$ cat src/hw/mipsPkg.sv
`default_nettype none

package mipsPkg;

	localparam int DATA_WIDTH = 32;
	localparam int REG_ADDR_WIDTH = 5;
	localparam int SHAMT_WIDTH = 5;
	localparam int DMEM_WORDS = 256;
	localparam int DMEM_INDEX_WIDTH = $clog2(DMEM_WORDS);

	// Opcodes
	localparam logic [5:0] OP_RTYPE = 6'd0;
	localparam logic [5:0] OP_J     = 6'd2;
	localparam logic [5:0] OP_BEQ   = 6'd4;
	localparam logic [5:0] OP_BNE   = 6'd5;
	localparam logic [5:0] OP_ADDI  = 6'd8;
	localparam logic [5:0] OP_ADDIU = 6'd9;
	localparam logic [5:0] OP_SLTI  = 6'd10;
	localparam logic [5:0] OP_SLTIU = 6'd11;
	localparam logic [5:0] OP_ANDI  = 6'd12;
	localparam logic [5:0] OP_ORI   = 6'd13;
	localparam logic [5:0] OP_XORI  = 6'd14;
	localparam logic [5:0] OP_LUI   = 6'd15;
	localparam logic [5:0] OP_LW    = 6'd35;
	localparam logic [5:0] OP_SW    = 6'd43;

	// Function codes for R-type
	localparam logic [5:0] FN_SLL  = 6'd0;
	localparam logic [5:0] FN_SRL  = 6'd2;
	localparam logic [5:0] FN_SRA  = 6'd3;
	localparam logic [5:0] FN_SLLV = 6'd4;
	localparam logic [5:0] FN_SRLV = 6'd6;
	localparam logic [5:0] FN_SRAV = 6'd7;
	localparam logic [5:0] FN_ADD  = 6'd32;
	localparam logic [5:0] FN_ADDU = 6'd33;
	localparam logic [5:0] FN_SUB  = 6'd34;
	localparam logic [5:0] FN_SUBU = 6'd35;
	localparam logic [5:0] FN_AND  = 6'd36;
	localparam logic [5:0] FN_OR   = 6'd37;
	localparam logic [5:0] FN_XOR  = 6'd38;
	localparam logic [5:0] FN_NOR  = 6'd39;
	localparam logic [5:0] FN_SLT  = 6'd42;
	localparam logic [5:0] FN_SLTU = 6'd43;

	typedef logic [DATA_WIDTH-1:0] wordT;
	typedef logic [REG_ADDR_WIDTH-1:0] regAddrT;
	typedef logic [SHAMT_WIDTH-1:0] shamtT;

	typedef enum logic [3:0] {
		ALU_ADD, ALU_SUB, ALU_AND, ALU_OR, ALU_XOR, ALU_NOR,
		ALU_SLT, ALU_SLTU, ALU_SLL, ALU_SRL, ALU_SRA, ALU_LUI
	} aluOpT;

	typedef enum logic {A_RS, A_RT} aSelT; // A_RT for shifts

	typedef enum logic [1:0] {B_RT, B_IMM, B_SHAMT, B_RSLOW} bSelT;

	typedef struct packed {
		aluOpT   aluOp;
		aSelT    aSel;
		bSelT    bSel;
		logic    regWrite;
		logic    memRead;
		logic    memWrite;
		logic    branchEq;
		logic    branchNe;
		regAddrT destReg;
	} ctrlT;

	typedef struct packed {
		ctrlT  ctrl;
		wordT  pcPlus4;
		wordT  rsData;
		wordT  rtData;
		wordT  immExt;
		shamtT shamt;
	} idExT;

	typedef struct packed {
		ctrlT ctrl;
		wordT aluResult;
		wordT storeData;
	} exMemT;

	typedef struct packed {
		logic    regWrite;
		logic    memRead;
		regAddrT destReg;
		wordT    aluResult;
		wordT    loadData;
	} memWbT;

endpackage

`default_nettype wire

$ cat src/hw/fetchUnit.sv
`timescale 1ns/1ns
`default_nettype none

module fetchUnit (
	input  wire                 Clk,
	input  wire                 reset,
	input  wire                 jumpTaken,
	input  wire  mipsPkg::wordT jumpTarget,
	input  wire                 branchTaken,
	input  wire  mipsPkg::wordT branchTarget,
	output mipsPkg::wordT       pc,
	output mipsPkg::wordT       pcPlus4
);

	mipsPkg::wordT pcNext;

	assign pcPlus4 = pc + 32'd4;

	// Branch sits in EX and is older than a jump in ID
	always_comb begin
		if (branchTaken) begin
			pcNext = branchTarget;
		end else if (jumpTaken) begin
			pcNext = jumpTarget;
		end else begin
			pcNext = pcPlus4;
		end
	end

	always_ff @(posedge Clk) begin
		if (reset) begin
			pc <= '0;
		end else begin
			pc <= pcNext;
		end
	end

endmodule

`default_nettype wire

$ cat config.mk
export PLATFORM = sky130hd
export DESIGN_NAME = fetchUnit
export DESIGN_NICKNAME = d
export VERILOG_FILES = /design/src/hw/mipsPkg.sv /design/src/hw/fetchUnit.sv
export SDC_FILE = /design/constraint.sdc
export NUM_CORES = 1
export LEC_CHECK = 0
export BUFFER_PORTS_ARGS = -buffer_cell sky130_fd_sc_hd__buf_2
export CORE_ASPECT_RATIO = 0.7
export CORE_MARGIN = 2
export CORE_UTILIZATION = 30
export DETAILED_ROUTE_END_ITERATION = 16
export GPL_TIMING_DRIVEN = 1
export HOLD_SLACK_MARGIN = 0.1
export MAX_ROUTING_LAYER = met4
export SLEW_MARGIN = 0
export SYNTH_ARGS = -nofsm -noshare
export SYNTH_HDL_FRONTEND = slang
export SYNTH_SLANG_ARGS = --single-unit
$ cat constraint.sdc
create_clock -name Clk -period 3.2 [get_ports Clk]
set_input_delay 0.48 -clock Clk [delete_from_list [all_inputs] [get_ports Clk]]
set_output_delay 0.48 -clock Clk [all_outputs]
set_load 0.02 [all_outputs]
### Yosys cells after proc, flatten, opt, wreduce, memory -nomap -nowiden

Index checks and enable logic that the tools add are counted.

| word-level totals | value |
|---|---|
| word-level logic and storage cells | 4 |
| memories | 0 |
| bits in latches | 0 |
| bits in registers | 32 |
| output and inout port bits | 64 |
| RAM bits | 0 |
| memory bits (read-only) | 0 |

| cells by class | value |
|---|---|
| $mul | 0 |
| shift-type cells | 0 |
| reduce and logical (&&, ||, !) cells | 0 |
| magnitude comparators | 0 |
| eq/ne operators | 0 |
| divide/modulo/power cells | 0 |
| mux-type cells | 2 |
| add/subtract/negate cells | 1 |
| bitwise gates (word level) | 0 |

Operators with widths:

| cell | number |
|---|---|
| $mux W32 | 2 |
| $add A32 B3 Y32 const B | 1 |

### Depth between registers and ports, before layout

| logic depth | value |
|---|---|
| word-level depth | 3 |
| gate-level depth with buffers | 7 |
| depth with buffers taken out | 6 |

### Worst setup path after synthesis

OpenSTA, ideal clock, no wires.

| path | value |
|---|---|
| path type | reg-to-output |
| start point | register pc[2] |
| end point | output pcPlus4[20] |
| slack | 667 ps |
| arrival time | 2053 ps |
| cell stages (with the launch flop) | 7 |
| required time | 2720 ps |
| path through | dfxtp_1 -> ha_1 -> nand3_2 -> or4_1 -> buf_2 -> o21a_1 -> or2_2 |

| between the ends | value |
|---|---|
| word-level cells in the longest chain between the ends | 1 |

RTL lines:

| item | line | source |
|---|---|---|
| start: declaration | fetchUnit.sv:11 | `output mipsPkg::wordT pc,` |
| start signal: assignment | fetchUnit.sv:34 | `pc <= pcNext;` |
| $add A32 B3 Y32 | fetchUnit.sv:17 | `assign pcPlus4 = pc + 32'd4;` |
| end: declaration | fetchUnit.sv:12 | `output mipsPkg::wordT pcPlus4` |

No other way between the ends.

### Worst setup path in the final report

Same ends and word-level chain as after synthesis.

==> run summary <==
After detailed routing, the number of remaining DRC violations is 0. The worst vdd rail ir drop came out at 0.1200 mV. The placer's final routability congestion estimate came out at 0.7966.

The growth of design area from synthesis to finish came out at 38.83%. The number of violations reported at the end of detailed-routing iteration 0 came out at 118. The flow ran to the end, and the final reports show no timing, DRC or antenna violations. The number of input and output port buffers inserted is 131.

The number of register bits inferred by synthesis came out at 32. STA classifies the critical path endpoint as an output pin. The post-CTS setup buffer count came out at 0. The leftover overflow at the end of global routing is 0. The H-tree depth is 2. Global routing consumed, over all layers together, 19.51% of the routing resources. The via count of the first global-routing pass is 2137. The clock latency on the worst-skew pair is 280 ps. The average cell area after synthesis came out at 7.856 um2. The fraction of registers with async set or reset after synthesis came out at 0%. The tool flagged a number of max-cap violations equal to 0. The final standard cell utilization of the core came out at 42.43%. The global-route wire length before repair is 10.84 mm. The total die area came out at 7440 um2.

The count of flip-flops with a built-in enable after synthesis came out at 0. The cell count after placement came out at 468. In the post-synthesis netlist, the biggest area contributors are sky130_fd_sc_hd__dfxtp_1, sky130_fd_sc_hd__xnor2_1, sky130_fd_sc_hd__a21oi_1.

The maximum clock frequency came out at 335.8 MHz. The Yosys step of the flow raised 0 warnings. After detailed routing, the total wire length is 7.162 mm. The total area inside the core boundary comes to 6631 um2. Power spread over the standard cell area amounts to 372.4 nW/um2. The number of nets in the synthesized netlist is 327. The register ranked first by flip-flop count is pc.

The detail route stage leaves a number of antenna-violating nets equal to 0. In this design, the largest share of critical-path delay is due to simple AND/OR/NAND/NOR gates. Data on the critical path arrives at its endpoint at 2500 ps. The kind of critical path is reg -> out.

The remaining max-slew budget at the tightest pin is 47.96%. The number of buffers created by CTS came out at 5. Sorting the synthesized cells by how often they occur yields sky130_fd_sc_hd__dfxtp_1, sky130_fd_sc_hd__nor2_1, sky130_fd_sc_hd__a21oi_1.

Setup repair after global routing left no endpoint under its margin. The largest registers in the layout are pc: 32 flops. The fraction of synthesized cell area taken by the top area cell type is 31.60%. The critical path starts at pc[2]. The first detailed-routing pass took 4 iterations. The biggest area contributor in the post-synthesis netlist is sky130_fd_sc_hd__dfxtp_1.

The worst setup path is launched from a register. The number of hold violations in the final report came to 0. TritonCTS built the clock tree.

The number of sinks on the clock net is 32. The hold buffer count at cts came out at 0. Once the floorplan was initialized, standard cells occupied 30.57% of the core. The post-cts sizing count is 0. The final count of pins violating max slew was 0. Setup violations remaining at the end of the flow were counted as 0.

The data required time at the worst endpoint is 2720 ps. The horizontal die dimension came out at 102.2 um. The row count came out at 25. The number of inserted filler cells in the final layout came out at 724. The startpoint identified for the worst hold timing path is branchTarget[1]. The signal on the critical path passes through ha_1, nand3_2, or4_1, o21a_1, or2_2, buf_2.

The diode insertion count for antenna repair came out at 0. The gate count of the mapped netlist came out at 258. The most common cell in the synthesized netlist is sky130_fd_sc_hd__dfxtp_1. The tree is rooted in a sky130_fd_sc_hd__clkbuf_8. Synthesis instantiated 51 different standard cells from the library. The CTS clock-pin slew for the worst setup and hold paths came out at 60 ps. Together, buffers and inverters on the worst path number 1. The total number of vias came out at 2328. For the final database, setup skew stands at 7.174 ps. In this run the worst hold path is classified as in -> reg. The maximum fanout count along the critical path is 6. The final total negative setup slack came out at 0 ps.

The sum of net half-perimeters after detailed placement came out at 5.249 mm. The longest clock path from root to sink contains 2 buffers. The number of nets at the end of the flow came out at 450. The final worst-path cycle share is 93.05%. The height of the chip is 72.77 um. The portion of the post-synthesis area used by sequential elements is 31.60%. The flip-flop count of the largest register, all copies and words added came out at 32.

The minimum clock period is 2978 ps. The flip-flop cell with the highest count after synthesis is sky130_fd_sc_hd__dfxtp_1. The maximum single-stage delay on the critical path is 700 ps. The post-synthesis instance area is 2027 um2. The design draws 1.048 mW. Summed over all cells, the static leakage comes to 1.387 nW. The largest individual stage delay along the critical path comes from the cell sky130_fd_sc_hd__or4_1.

For this design the top-level I/O count stands at 132. The finished layout holds 473 standard cells, fillers aside. The post-route netlist has 40.90% of its cells at a drive strength greater than 1. The number of vias per cell is 4.922. Entering global routing, the biggest net connects 38 pins. The average wire per standard cell came out at 15.14 um.

The transition at the pin with the smallest max-transition slack came out at 779.1 ps. The startpoint identified for the worst register-to-register timing path is pc[2]. The initial antenna violation count is 0.
[per-layer routing]
metal  track usage, %  vias to the layer above  part of all wire [%]
li1                 -                     1166                     -
met1            28.00                     1062                    50
met2            28.58                       94                    42
met3            3.448                        6                   6.4
met4            4.593                        0                  0.92
met5                -                        -                     0
[path summary, 6_finish.rpt]
path                 end  slack, ps  depth (start not counted)
min                pc[1]        430                          3
max          pcPlus4[20]        220                          6
min reg2reg       pc[15]        620                          2
max reg2reg       pc[16]        990                          6
[final cells by class]
| type | instances | area, um2 | share of cell area (%) |
|---|---|---|---|
| multi-input combinational | 195 | 1260 | 44.78 |
| timing repair buffer | 134 | 678.2 | 24.10 |
| sequential | 32 | 640.6 | 22.77 |
| tap | 94 | 117.6 | 4.180 |
| clock buffer | 5 | 68.82 | 2.446 |
| inverter | 13 | 48.80 | 1.734 |
[worst register-to-register path, stage by stage (launching register included)]
cell	delay [ps]
sky130_fd_sc_hd__dfxtp_1	420
sky130_fd_sc_hd__ha_1	240
sky130_fd_sc_hd__nand3_2	150
sky130_fd_sc_hd__or4_1	700
sky130_fd_sc_hd__xnor2_1	220
sky130_fd_sc_hd__a222oi_1	290
sky130_fd_sc_hd__nor2_1	60
[placed cells by master, fill, tap and decap left out, types with 2 or more instances in the layout]
cell and n:
sky130_fd_sc_hd__nand2b_1 4, sky130_fd_sc_hd__o2bb2ai_1 3, sky130_fd_sc_hd__nand2_1 19, sky130_fd_sc_hd__a21oi_1 23, sky130_fd_sc_hd__dfxtp_1 32, sky130_fd_sc_hd__nor3_1 6, sky130_fd_sc_hd__o221a_2 4, sky130_fd_sc_hd__nor4_1 2
sky130_fd_sc_hd__clkbuf_8 5, sky130_fd_sc_hd__nor2_1 25, sky130_fd_sc_hd__nor4b_1 2, sky130_fd_sc_hd__buf_2 131, sky130_fd_sc_hd__o21ai_0 6, sky130_fd_sc_hd__o211ai_1 4, sky130_fd_sc_hd__xnor2_1 15, sky130_fd_sc_hd__a22oi_1 8
sky130_fd_sc_hd__and4_1 2, sky130_fd_sc_hd__buf_4 3, sky130_fd_sc_hd__mux2i_1 4, sky130_fd_sc_hd__nand4_1 4, sky130_fd_sc_hd__xor2_1 7, sky130_fd_sc_hd__nand3_1 9, sky130_fd_sc_hd__or2_2 6, sky130_fd_sc_hd__inv_1 13
sky130_fd_sc_hd__o22ai_1 5, sky130_fd_sc_hd__nand3_2 2, sky130_fd_sc_hd__a211oi_1 2, sky130_fd_sc_hd__o21a_1 7, sky130_fd_sc_hd__and3_1 5
[where the power goes]
group	internal (mW)	switching, mW	total (mW)
Combinational	0.121	0.182	0.303
Clock	0.140	0.140	0.280
Sequential	0.428	0.0370	0.465
[stage by stage]
stage	hold slack, ps	setup WS (ps)	instance area [um2]
3_5_place_dp	609.8	485.2	2745
5_1_grt	453.6	39.61	2814
6_report	432.7	222.3	2814
3_3_place_gp	584.0	548.6	2745
4_1_cts	423.0	173.6	2814
2_1_floorplan	621.4	667.2	2027
[cell families (layout without fill, tap and decap cells)]
group                    count (synthesis)  count (layout)  synth area share [%]
AO/OA/AOI/OAI                           70              70                 23.21
XOR/XNOR                                23              23                 10.31
adder cells (fa/ha/maj)                  1               1                0.6172
buffers and inverters                   31             152                 6.235
flip-flops                              32              32                 31.60
multiplexers                             4               4                 1.975
AND/OR/NAND/NOR                         97              97                 26.05
No activity file was read; power rests on OpenSTA's default activity.
