==> config.mk <==
export PLATFORM = sky130hd
export DESIGN_NAME = decodeUnit
export DESIGN_NICKNAME = d
export VERILOG_FILES = /design/src/hw/mipsPkg.sv /design/src/hw/decodeUnit.sv
export SDC_FILE = /design/constraint.sdc
export NUM_CORES = 1
export LEC_CHECK = 0
export BUFFER_PORTS_ARGS = -buffer_cell sky130_fd_sc_hd__buf_4
export CORE_MARGIN = 1.5
export CORE_UTILIZATION = 27
export DETAILED_ROUTE_END_ITERATION = 7
export GPL_ROUTABILITY_DRIVEN = 0
export PLACE_DENSITY = 0.81
export SYNTH_ARGS = -nofsm -noshare
export SYNTH_HDL_FRONTEND = slang
export SYNTH_SLANG_ARGS = --single-unit
==> constraint.sdc <==
create_clock -name vclk -period 2.14
set_clock_uncertainty 0.05 [all_clocks]
set_input_delay 0.535 -clock vclk [all_inputs]
set_output_delay 0.535 -clock vclk [all_outputs]
set_load 0.01 [all_outputs]
==> src/hw/mipsPkg.sv <==
`default_nettype none

package mipsPkg;

	localparam int DATA_WIDTH = 32;
	localparam int REG_ADDR_WIDTH = 5;
	localparam int SHAMT_WIDTH = 5;
	localparam int DMEM_WORDS = 256;
	localparam int DMEM_INDEX_WIDTH = $clog2(DMEM_WORDS);

	// Opcodes
	localparam logic [5:0] OP_RTYPE = 6'd0;
	localparam logic [5:0] OP_J     = 6'd2;
	localparam logic [5:0] OP_BEQ   = 6'd4;
	localparam logic [5:0] OP_BNE   = 6'd5;
	localparam logic [5:0] OP_ADDI  = 6'd8;
	localparam logic [5:0] OP_ADDIU = 6'd9;
	localparam logic [5:0] OP_SLTI  = 6'd10;
	localparam logic [5:0] OP_SLTIU = 6'd11;
	localparam logic [5:0] OP_ANDI  = 6'd12;
	localparam logic [5:0] OP_ORI   = 6'd13;
	localparam logic [5:0] OP_XORI  = 6'd14;
	localparam logic [5:0] OP_LUI   = 6'd15;
	localparam logic [5:0] OP_LW    = 6'd35;
	localparam logic [5:0] OP_SW    = 6'd43;

	// Function codes for R-type
	localparam logic [5:0] FN_SLL  = 6'd0;
	localparam logic [5:0] FN_SRL  = 6'd2;
	localparam logic [5:0] FN_SRA  = 6'd3;
	localparam logic [5:0] FN_SLLV = 6'd4;
	localparam logic [5:0] FN_SRLV = 6'd6;
	localparam logic [5:0] FN_SRAV = 6'd7;
	localparam logic [5:0] FN_ADD  = 6'd32;
	localparam logic [5:0] FN_ADDU = 6'd33;
	localparam logic [5:0] FN_SUB  = 6'd34;
	localparam logic [5:0] FN_SUBU = 6'd35;
	localparam logic [5:0] FN_AND  = 6'd36;
	localparam logic [5:0] FN_OR   = 6'd37;
	localparam logic [5:0] FN_XOR  = 6'd38;
	localparam logic [5:0] FN_NOR  = 6'd39;
	localparam logic [5:0] FN_SLT  = 6'd42;
	localparam logic [5:0] FN_SLTU = 6'd43;

	typedef logic [DATA_WIDTH-1:0] wordT;
	typedef logic [REG_ADDR_WIDTH-1:0] regAddrT;
	typedef logic [SHAMT_WIDTH-1:0] shamtT;

	typedef enum logic [3:0] {
		ALU_ADD, ALU_SUB, ALU_AND, ALU_OR, ALU_XOR, ALU_NOR,
		ALU_SLT, ALU_SLTU, ALU_SLL, ALU_SRL, ALU_SRA, ALU_LUI
	} aluOpT;

	typedef enum logic {A_RS, A_RT} aSelT; // A_RT for shifts

	typedef enum logic [1:0] {B_RT, B_IMM, B_SHAMT, B_RSLOW} bSelT;

	typedef struct packed {
		aluOpT   aluOp;
		aSelT    aSel;
		bSelT    bSel;
		logic    regWrite;
		logic    memRead;
		logic    memWrite;
		logic    branchEq;
		logic    branchNe;
		regAddrT destReg;
	} ctrlT;

	typedef struct packed {
		ctrlT  ctrl;
		wordT  pcPlus4;
		wordT  rsData;
		wordT  rtData;
		wordT  immExt;
		shamtT shamt;
	} idExT;

	typedef struct packed {
		ctrlT ctrl;
		wordT aluResult;
		wordT storeData;
	} exMemT;

	typedef struct packed {
		logic    regWrite;
		logic    memRead;
		regAddrT destReg;
		wordT    aluResult;
		wordT    loadData;
	} memWbT;

endpackage

`default_nettype wire

==> src/hw/decodeUnit.sv <==
`timescale 1ns/1ns
`default_nettype none

module decodeUnit (
	input  wire  mipsPkg::wordT   instr,
	input  wire  mipsPkg::wordT   pcPlus4,
	output mipsPkg::ctrlT         ctrl,
	output mipsPkg::wordT         immExt,
	output mipsPkg::regAddrT      rs,
	output mipsPkg::regAddrT      rt,
	output logic                  jumpTaken,
	output mipsPkg::wordT         jumpTarget
);

	logic [5:0] opcode;
	logic [5:0] funct;
	logic [15:0] imm;
	mipsPkg::regAddrT rd;
	logic signExt;

	assign opcode = instr[31:26];
	assign funct = instr[5:0];
	assign imm = instr[15:0];
	assign rs = instr[25:21];
	assign rt = instr[20:16];
	assign rd = instr[15:11];

	assign immExt = signExt ? {{16{imm[15]}}, imm} : {16'b0, imm};

	assign jumpTaken = (opcode == mipsPkg::OP_J);
	assign jumpTarget = {pcPlus4[31:28], instr[25:0], 2'b00};

	always_comb begin
		ctrl = '0;
		signExt = 1'b1;
		case (opcode)
			mipsPkg::OP_RTYPE: begin
				ctrl.regWrite = 1'b1;
				ctrl.destReg = rd;
				case (funct)
					mipsPkg::FN_ADD, mipsPkg::FN_ADDU: ctrl.aluOp = mipsPkg::ALU_ADD;
					mipsPkg::FN_SUB, mipsPkg::FN_SUBU: ctrl.aluOp = mipsPkg::ALU_SUB;
					mipsPkg::FN_AND:  ctrl.aluOp = mipsPkg::ALU_AND;
					mipsPkg::FN_OR:   ctrl.aluOp = mipsPkg::ALU_OR;
					mipsPkg::FN_XOR:  ctrl.aluOp = mipsPkg::ALU_XOR;
					mipsPkg::FN_NOR:  ctrl.aluOp = mipsPkg::ALU_NOR;
					mipsPkg::FN_SLT:  ctrl.aluOp = mipsPkg::ALU_SLT;
					mipsPkg::FN_SLTU: ctrl.aluOp = mipsPkg::ALU_SLTU;
					mipsPkg::FN_SLL, mipsPkg::FN_SLLV: ctrl.aluOp = mipsPkg::ALU_SLL;
					mipsPkg::FN_SRL, mipsPkg::FN_SRLV: ctrl.aluOp = mipsPkg::ALU_SRL;
					mipsPkg::FN_SRA, mipsPkg::FN_SRAV: ctrl.aluOp = mipsPkg::ALU_SRA;
					default: ctrl = '0;
				endcase
				// Shifts operate on rt
				case (funct)
					mipsPkg::FN_SLL, mipsPkg::FN_SRL, mipsPkg::FN_SRA: begin
						ctrl.aSel = mipsPkg::A_RT;
						ctrl.bSel = mipsPkg::B_SHAMT;
					end
					mipsPkg::FN_SLLV, mipsPkg::FN_SRLV, mipsPkg::FN_SRAV: begin
						ctrl.aSel = mipsPkg::A_RT;
						ctrl.bSel = mipsPkg::B_RSLOW;
					end
					default: begin
						ctrl.aSel = mipsPkg::A_RS;
					end
				endcase
			end
			mipsPkg::OP_ADDI, mipsPkg::OP_ADDIU: begin
				ctrl.regWrite = 1'b1;
				ctrl.destReg = rt;
				ctrl.bSel = mipsPkg::B_IMM;
				ctrl.aluOp = mipsPkg::ALU_ADD;
			end
			mipsPkg::OP_SLTI, mipsPkg::OP_SLTIU: begin
				ctrl.regWrite = 1'b1;
				ctrl.destReg = rt;
				ctrl.bSel = mipsPkg::B_IMM;
				// SLTIU still sign extends, then compares unsigned
				ctrl.aluOp = (opcode == mipsPkg::OP_SLTI) ? mipsPkg::ALU_SLT : mipsPkg::ALU_SLTU;
			end
			mipsPkg::OP_ANDI, mipsPkg::OP_ORI, mipsPkg::OP_XORI: begin
				ctrl.regWrite = 1'b1;
				ctrl.destReg = rt;
				ctrl.bSel = mipsPkg::B_IMM;
				signExt = 1'b0;
				if (opcode == mipsPkg::OP_ANDI) begin
					ctrl.aluOp = mipsPkg::ALU_AND;
				end else if (opcode == mipsPkg::OP_ORI) begin
					ctrl.aluOp = mipsPkg::ALU_OR;
				end else begin
					ctrl.aluOp = mipsPkg::ALU_XOR;
				end
			end
			mipsPkg::OP_LUI: begin
				ctrl.regWrite = 1'b1;
				ctrl.destReg = rt;
				ctrl.bSel = mipsPkg::B_IMM;
				ctrl.aluOp = mipsPkg::ALU_LUI;
			end
			mipsPkg::OP_LW: begin
				ctrl.regWrite = 1'b1;
				ctrl.memRead = 1'b1;
				ctrl.destReg = rt;
				ctrl.bSel = mipsPkg::B_IMM; // Base plus offset
			end
			mipsPkg::OP_SW: begin
				ctrl.memWrite = 1'b1;
				ctrl.bSel = mipsPkg::B_IMM;
			end
			mipsPkg::OP_BEQ: ctrl.branchEq = 1'b1;
			mipsPkg::OP_BNE: ctrl.branchNe = 1'b1;
			default: ctrl = '0; // J needs no control, unknowns become NOPs
		endcase
		if (ctrl.destReg == '0) begin
			ctrl.regWrite = 1'b0; // r0 is never written
		end
	end

endmodule

`default_nettype wire

# Word-level counts from Yosys, hierarchy flattened
# Index checks and enable logic that the tools add are counted.
[classes]
bitwise_logic = 0
n_eq_ne = 28
shifts = 0
addsub = 0
multipliers = 0
reduce_logical = 15
muxes = 18
div = 0
magnitude_cmp = 0
[ops]
columns = ["operator", "count"]
rows = [
  ["$eq A6 B6 Y1 const B", 12],
  ["$eq A6 B4 Y1 const B", 8],
  ["$pmux W4 S10", 1],
  ["$mux W32", 1],
  ["$eq A6 B3 Y1 const B", 5],
  ["$eq A6 B2 Y1 const B", 3],
  ["$pmux W4 S4", 1],
  ["$reduce_or A16 Y1", 1],
  ["$logic_not A6 Y1", 2],
  ["$mux W10", 1],
  ["$pmux W1 S2", 5],
  ["$pmux W5 S2", 1],
  ["$reduce_or A10 Y1", 1],
  ["$reduce_or A2 Y1", 5],
  ["$reduce_or A3 Y1", 3],
  ["$reduce_or A9 Y1", 1],
  ["$pmux W2 S2", 2],
  ["$reduce_or A6 Y1", 1],
  ["$logic_not A5 Y1", 1],
  ["$mux W1", 4],
  ["$mux W4", 1],
  ["$mux W3", 1],
]
[totals]
memories = 0
rom_bits = 0
reg_bits = 0
out_inout_bits = 92
latch_bits = 0
in_bits = 64
ramBits = 0
wordCells = 61

# Longest topological paths before layout
# Gate-level depths: netlist of the first run.
[logic_depth]
depth_word = 6
depth_mapped = 5
mapped_depth_nobuf = 4

# Least setup slack after synthesis of the first run
# Ideal clock, no wire load.
[synth_timing]
kind = "input port to output port"
startpoint = "input port instr[26]"
endpoint = "output port immExt[17]"
cell_stages = 4
arrival_time_ns = 1.874
path_buffers = 2
slack_ns = -0.319
required_ns = 1.555
path_cell_list = "buf_2 > nand2_1 > a31oi_1 > buf_4"
[synth_between]
elab_chain_len = 3
word_cells_on_any_way = 5
classes_between = "3 x eq/ne; 1 x mux; 1 x reduce/logical"
[synth_rtl]
columns = ["item", "line_no", "source"]
rows = [
  ["start: declaration", "decodeUnit.sv:5", "input wire mipsPkg::wordT instr,"],
  ["$eq A6 B4 Y1", "decodeUnit.sv:36", "case (opcode)"],
  ["$reduce_or A3 Y1 *", "decodeUnit.sv:36", ""],
  ["$mux W32 *", "decodeUnit.sv:28", "assign immExt = signExt ? {{16{imm[15]}}, imm} : {16'b0, imm};"],
  ["end: declaration", "decodeUnit.sv:8", "output mipsPkg::wordT immExt,"],
]
# Mark *: on every way between the ends. The rest lies on a longest branch, timed or not.

==> results of run 1 <==
## kinds of logic (layout without fill, tap and decap cells)
| kind of cell | count (synthesis) | after routing |
|---|---|---|
| and+or+nand+nor | 34 | 34 |
| AOI/OAI and AO/OA | 21 | 21 |
| muxes | 1 | 1 |
| xor gates and xnor gates | 1 | 1 |
| buffers and inverters | 80 | 111 |
| other | 1 | 2 |
## area by class of cell
cell class,count,share of cell area
Inverter,4,0.0102
Multi-Input combinational cell,59,0.313
Tap cell,46,0.0392
Timing Repair Buffer,107,0.638
## layout by cell type (no fill, tap or decap), types with 2 or more instances in the layout
cell       n
buf_4     75
buf_6     31
nor2_1     7
a22o_1     7
nand2_1    6
inv_1      4
nor3_1     3
nand4b_1   2
and3_4     2
a21oi_1    2
o21ai_0    2
and3_1     2
o22ai_1    2
nor4_1     2
conb_1     2
## power by group through the flow
| stage | registers (mW) | logic [mW] | clock network (mW) |
|---|---|---|---|
| global route | 0 | 0.302 | 0 |
| detailed placement | 0 | 0.244 | 0 |
| floorplan | 0 | 0.196 | 0 |
| global placement | 0 | 0.240 | 0 |
| CTS | 0 | 0.283 | 0 |
| finish | 0 | 0.283 | 0 |
## worst max-delay path, stage by stage
cell and delay (ns):
buf_6 0.10, or4_4 0.56, nor4_4 0.18, buf_6 0.17
o311ai_4 0.09, o22ai_1 0.22, buf_4 0.15
## what timing repair did
action,4_1_cts,5_1_grt
endpoints found under the setup margin,31,31
pin swaps,12,8
gates cloned,1,0
setup buffers,6,1
hold endpoints to repair,0,0
resized for setup,33,9
## worst paths after layout
path	start	end	depth (start not counted)
worst max-delay path	instr[29]	ctrl[14]	7
worst min-delay path	instr[21]	jumpTarget[23]	0
## metal layers
| metal | wire length [um] | vias up |
|---|---|---|
| met5 | 0 | - |
| met4 | 32 | 0 |
| met3 | 274 | 5 |
| met2 | 1580 | 67 |
| met1 | 993 | 446 |
| li1 | - | 460 |
## per-stage QoR
stage	cells	power, mW	worst slack (ns)	hold WS (ns)	utilization
6_report	216	0.283	-0.459	1.02	0.433
5_1_grt	216	0.302	-0.491	1.02	0.433
4_1_cts	216	0.283	-0.459	1.02	0.425
3_5_place_dp	209	0.244	-0.471	1.02	0.367
3_3_place_gp	209	0.240	-0.473	1.02	0.367
2_1_floorplan	139	0.196	-0.185	1.07	-
==> flow_summary.ini, run 1 <==
[sta]
fin_crit_sh = 1.21
worst_pin_slew_ns = 0.521
tns_ns = -5.51
maxSlewViolCount = 0
rsz0062_at_grt = yes
layout_setup_ws_ns = -0.459
final_hold_viol_count = 0
setup_violations = 15
fmax_mhz = 385
max_slew_margin = 0.649
min_period_ns = 2.60

[cells_and_area]
num-clock-buffers = 0
seq_cell_count = 0
multi_input_area_um2 = 459
fillers = 325
final_area_um2 = 1470
insertedDiodeCount = 0
register_area_um2 = 0
area_growth_pct = 51.1
drive_above_1_share = 0.694
final_nets = 236

[synthesis]
synth_mux_area_frac = 0.0103
syn_avg_cell_area_um2 = 7.04
synth_fa_ha_area_frac = 0
yosys.area_share.simple = 0.210
synth.yosys.seq_area_share = 0
synth_compound_area_frac = 0.171
ys.warnings.count = 0
yosysTopAreaCellShare = 0.571
synthXorXnorAreaFrac = 0.00901
yosysUniqueCellTypes = 33
synth_most_common_cell = buf_4
synth_top_area_cell = buf_4
synth_area_leaders = buf_4, a22o_1, nor2_1
synth_area_um2 = 972
synth_common_cells = buf_4, nor2_1, a22o_1, nand2_1, inv_1
syn_inst = 138
synth_top_family_by_area = buffers and inverters

[critical_path]
cp.arrival_ns = 2.01
cp.required_ns = 1.55
worstSetupStartpointType = primary input
worstPathMaxFanout = 5
critical_path_class = primary input to primary output
cp-end-kind = primary output

[outcome]
violations = negative setup slack
outcome = complete, but fails checks

[detailed_routing]
drt-initial-drc-count = 48
antenna_left = 0
vias_per_cell = 4.53
routed_wl_mm = 2.88
drcViolationCount = 0
vias = 978
wl_per_cell_um = 13.3
dr.pass1.iters = 4

[global_route]
met2_usage = 0.239
grt_use_met1 = 0.144
met3_usage = 0.0180
antenna_found_initial = 0
grt.total_usage = 0.124
grt_pass1_wl_mm = 4.09
gr-max-usage-layer = met2
grt_start_max_net_pins = 11
grt_pass1_vias = 847
grt_overflow = 0

[die]
start_util = 0.287
dieHeight_um = 63.0
floorplan.die_area_um2 = 3970
die_w_um = 63.0
fp-row-count = 21
pin_count = 156
core_area_um2 = 3390

[placement]
place_area_um2 = 1240
portBuffers = 88
dpl.hpwl_mm = 2.02

[power_and_ir_drop]
seqPwrFrac = 0
switching_share = 0.451
leakagePower_nw = 0.749
p_switching_mw = 0.128
max-vdd-ir-drop_mv = 0.0594
power.density_nw_per_um2 = 193
power.internal_mw = 0.155
comb_power_share = 1.000
pwr-share-clk = 0

[min_path]
hold_class = primary input to primary output

[flow_run]
maxCapViolations = 0

[clock_tree]
postCtsHoldBufs = 0
No activity file was read; power rests on OpenSTA's default activity.
==> run 2: changes to the inputs <==
--- a/config.mk
+++ b/config.mk
@@ -6,6 +6,7 @@
 export NUM_CORES = 1
 export LEC_CHECK = 0
 export BUFFER_PORTS_ARGS = -buffer_cell sky130_fd_sc_hd__buf_4
+export CORE_ASPECT_RATIO = 0.5
 export CORE_MARGIN = 1.5
 export CORE_UTILIZATION = 27
 export DETAILED_ROUTE_END_ITERATION = 7
==> run 2 against run 1 <==
The flow still finishes with violations (negative setup slack). Sequential share of layout area unchanged. Non-clock buffer count unchanged. Power down 7.1%. Critical path depth unchanged. Clock-buffer cell count unchanged. Core utilization down 2.6 points. Die area up 0.55%. Wire length down 7.5%. Worst setup slack better by 0.046 ns. Final area down 4.8%. Via count down 4.0%. Flip-flop and latch count unchanged. Critical path type unchanged. Largest cell class unchanged.
==> flow_summary.ini, run 2 (same netlist as run 1, synthesis figures left out) <==
[cells_and_area]
layout_common_cells = buf_4, buf_6, a22o_1, nor2_1, nand2_1
fin_util = 0.407
final_nets = 236
multi_input_area_um2 = 445
drive_above_1_share = 0.700
register_area_um2 = 0
seq_cell_count = 0
area_growth_pct = 43.9
num-clock-buffers = 0
final_area_um2 = 1400
fillers = 332
insertedDiodeCount = 0
layout_commonest_cell = buf_4

[critical_path]
critical_path_class = primary input to primary output
worstPathMaxFanout = 6
cp.arrival_ns = 1.97
cp-startpoint = instr[29]
cp-end-kind = primary output
worstSetupStartpointType = primary input
cp.required_ns = 1.55

[detailed_routing]
antenna_left = 0
vias_per_cell = 4.25
drcViolationCount = 0
vias = 939
drt-initial-drc-count = 98
dr.pass1.iters = 4
routed_wl_mm = 2.66
wl_per_cell_um = 12.0

[die]
core_area_um2 = 3430
pin_count = 156
dieHeight_um = 45.4
start_util = 0.283
die_w_um = 87.9
floorplan.die_area_um2 = 3990
fp-row-count = 15

[min_path]
worstHoldStart = pcPlus4[28]
min_to = jumpTarget[28]
hold_depth = 0
hold_class = primary input to primary output

[global_route]
grt_pass1_wl_mm = 3.65
antenna_found_initial = 0
grt_pass1_vias = 787
grt.total_usage = 0.114
grt_overflow = 0
grt_start_max_net_pins = 11

[outcome]
violations = negative setup slack
outcome = complete, but fails checks

[sta]
fmax_mhz = 392
fin_crit_sh = 1.19
layout_setup_ws_ns = -0.413
min_period_ns = 2.55
rsz0062_at_grt = yes
maxSlewViolCount = 0
tns_ns = -5.46
final_hold_viol_count = 0
setup_violations = 30
hold_slack_ns = 1.02

[flow_run]
maxCapViolations = 0

[placement]
place_area_um2 = 1250
dpl.hpwl_mm = 2.06
portBuffers = 88

[power_and_ir_drop]
max-vdd-ir-drop_mv = 0.0481
leakagePower_nw = 0.725
power.density_nw_per_um2 = 188
==> run 2: worst max-delay path by stage <==
stage,slack [ns],end,depth (start not counted)
2_1_floorplan,-0.18,ctrl[14],4
3_3_place_gp,-0.45,ctrl[14],6
3_5_place_dp,-0.48,ctrl[14],6
4_1_cts,-0.43,ctrl[14],6
5_1_grt,-0.45,ctrl[3],7
6_report,-0.41,ctrl[3],7
==> run 2: per-layer routing <==
metal / vias to the layer above / GRT usage / routed length [um]
met5: - / 0 / 0
met4: 0 / 0.00952 / 9
met3: 3 / 0.00362 / 86
met2: 24 / 0.240 / 1550
met1: 451 / 0.135 / 1020
li1: 461 / - / -
==> run 2: power by group <==
part	leakage [nW]	switching, mW	total [mW]	internal, mW
clock network	0	0	0	0
registers	0	0	0	0
logic	0.725	0.121	0.263	0.142
==> run 2: layout make-up <==
class	count	area share
well taps	51	0.0456
inverters	4	0.0107
multi-input cells	59	0.318
repair buffers	107	0.625
==> run 2: worst max-delay path, stage by stage <==
cell,delay (ns)
buf_6,0.09
or4_4,0.55
nor4_4,0.18
buf_4,0.17
o211a_4,0.18
a22o_1,0.16
buf_6,0.11
==> run 2: timing repair <==
item | in CTS | in global routing
gates cloned | 1 | 0
resized for setup | 18 | 5
setup endpoints to repair | 31 | 31
buffers inserted | 6 | 3
pin swaps | 5 | 6
hold buffers | 0 | 0
==> run 2: metrics by stage <==
| stage | std cells | setup WS [ns] | power, mW |
|---|---|---|---|
| 6_report | 221 | -0.413 | 0.263 |
| 5_1_grt | 221 | -0.451 | 0.283 |
| 4_1_cts | 220 | -0.426 | 0.264 |
| 3_5_place_dp | 214 | -0.483 | 0.244 |
| 3_3_place_gp | 214 | -0.454 | 0.238 |
| 2_1_floorplan | 139 | -0.185 | 0.196 |
==> run 3: changes to the inputs <==
--- a/config.mk
+++ b/config.mk
@@ -6,12 +6,15 @@
 export NUM_CORES = 1
 export LEC_CHECK = 0
 export BUFFER_PORTS_ARGS = -buffer_cell sky130_fd_sc_hd__buf_4
+export CELL_PAD_IN_SITES_DETAIL_PLACEMENT = 0
+export CELL_PAD_IN_SITES_GLOBAL_PLACEMENT = 1
 export CORE_ASPECT_RATIO = 0.5
 export CORE_MARGIN = 1.5
-export CORE_UTILIZATION = 27
+export CORE_UTILIZATION = 15
 export DETAILED_ROUTE_END_ITERATION = 7
 export GPL_ROUTABILITY_DRIVEN = 0
-export PLACE_DENSITY = 0.81
+export PLACE_DENSITY = 0.79
+export SLEW_MARGIN = 20
 export SYNTH_ARGS = -nofsm -noshare
 export SYNTH_HDL_FRONTEND = slang
 export SYNTH_SLANG_ARGS = --single-unit
==> run 3 against run 2 <==
The flow still finishes with violations (negative setup slack). Clock-buffer cell count stayed put. Final area up 2.9%. Flip-flop and latch count unchanged. Wire length grew 6.2%. Critical path type unchanged. First-iteration DRC count shrank 73%. Largest cell class unchanged. Global-route usage decreased by 4.4 points.
==> flow_summary.ini, run 3 (same netlist as run 1, synthesis figures left out) <==
[detailed_routing]
routed_wl_mm = 2.83
vias_per_cell = 3.60
wl_per_cell_um = 11.0
antenna_left = 0
drcViolationCount = 0
drt-initial-drc-count = 26
dr.pass1.iters = 4
vias = 924

[critical_path]
cp_slowest_stage_delay_ns = 0.54
critical_path_class = primary input to primary output
cp_top_family = simple AND/OR/NAND/NOR gates
cp-startpoint = instr[29]
worstSetupStartpointType = primary input
critPathMostFrequentCell = buf_6
cp.arrival_ns = 1.94
cp-end-kind = primary output
path_cells = buf_6 > or4_4 > nor4_4 > buf_6 > o211a_4 > a22o_1 > buf_6
critPathSlowestCell = or4_4
crit_buf_inv = 3
worstPathMaxFanout = 6
cp.required_ns = 1.55

[cells_and_area]
drive_above_1_share = 0.704
final_cells = 257
layout_commonest_cell = buf_4
register_area_um2 = 0
insertedDiodeCount = 0
fillers = 696
seq_cell_count = 0
multi_input_area_um2 = 458
final_nets = 235
num-clock-buffers = 0
layout_common_cells = buf_4, buf_6, a22o_1, nor2_1, nand2_1
area_growth_pct = 48.0

[min_path]
min_to = jumpTarget[28]
hold_depth = 0
hold_class = primary input to primary output
worstHoldStart = pcPlus4[28]

[sta]
setup_violations = 29
maxSlewViolCount = 0
final_hold_viol_count = 0
max_slew_margin = 0.663
fmax_mhz = 396
hold_slack_ns = 1.02
tns_ns = -4.59
layout_setup_ws_ns = -0.385
fin_crit_sh = 1.18
rsz0062_at_grt = yes
min_period_ns = 2.53
worst_pin_slew_ns = 0.501

[outcome]
outcome = complete, but fails checks
violations = negative setup slack

[power_and_ir_drop]
max-vdd-ir-drop_mv = 0.0443
leakagePower_nw = 0.718
power.density_nw_per_um2 = 186

[global_route]
grt_pass1_wl_mm = 4.02
antenna_found_initial = 0
grt_pass1_vias = 770
grt_overflow = 0
grt.total_usage = 0.0699
grt_start_max_net_pins = 11

[die]
start_util = 0.158
fp-row-count = 20
dieHeight_um = 59.9
core_area_um2 = 6160
floorplan.die_area_um2 = 7000
pin_count = 156
die_w_um = 117

[flow_run]
maxCapViolations = 0

[placement]
portBuffers = 88
dp_cells = 255
dpl.hpwl_mm = 2.31

[clock_tree]
postCtsHoldBufs = 0
-- run 3: cell count changes in the layout (fill, tap and decap cells not counted), sizes merged --
| cell | before | now |
|---|---|---|
| buf | 106 | 105 |
-- run 3: per-layer routing --
layer	vias up	track usage	wire [um]
li1	461	-	-
met3	0	0.00203	107
met1	447	0.0931	1190
met2	16	0.133	1530
met5	-	0	0
met4	0	0.00516	0
-- run 3: layout make-up --
class / count / area share
Tap cell: 88 / 0.0765
Multi-Input combinational cell: 59 / 0.318
Timing Repair Buffer: 106 / 0.595
Inverter: 4 / 0.0104
-- run 3: power breakdown --
part	switching, mW	leakage, nW	internal (mW)
Sequential	0	0	0
Combinational	0.124	0.718	0.144
Clock	0	0	0
Total	0.124	0.718	0.144
-- run 3: worst max path at each step --
stage,endpoint,cells past startpoint
floorplan,ctrl[14],4
global placement,ctrl[9],7
detailed placement,ctrl[9],7
CTS,ctrl[9],7
global route,ctrl[9],7
finish,ctrl[9],7
-- run 3: timing repair --
action | 4_1_cts | 5_1_grt
buffers inserted | 1 | 0
setup endpoints to repair | 31 | 31
resized for setup | 14 | 5
cloned | 1 | 0
pin swaps | 8 | 6
-- run 3: through the flow --
step / util / power, mW / setup WS (ns) / instance area, um^2
after detailed placement: 0.215 / 0.249 / -0.406 / 1330
after global routing: 0.234 / 0.287 / -0.450 / 1440
final: 0.234 / 0.268 / -0.385 / 1440
after global placement: 0.215 / 0.246 / -0.420 / 1330
after CTS: 0.231 / 0.268 / -0.408 / 1420
after floorplan: - / 0.196 / -0.185 / 986
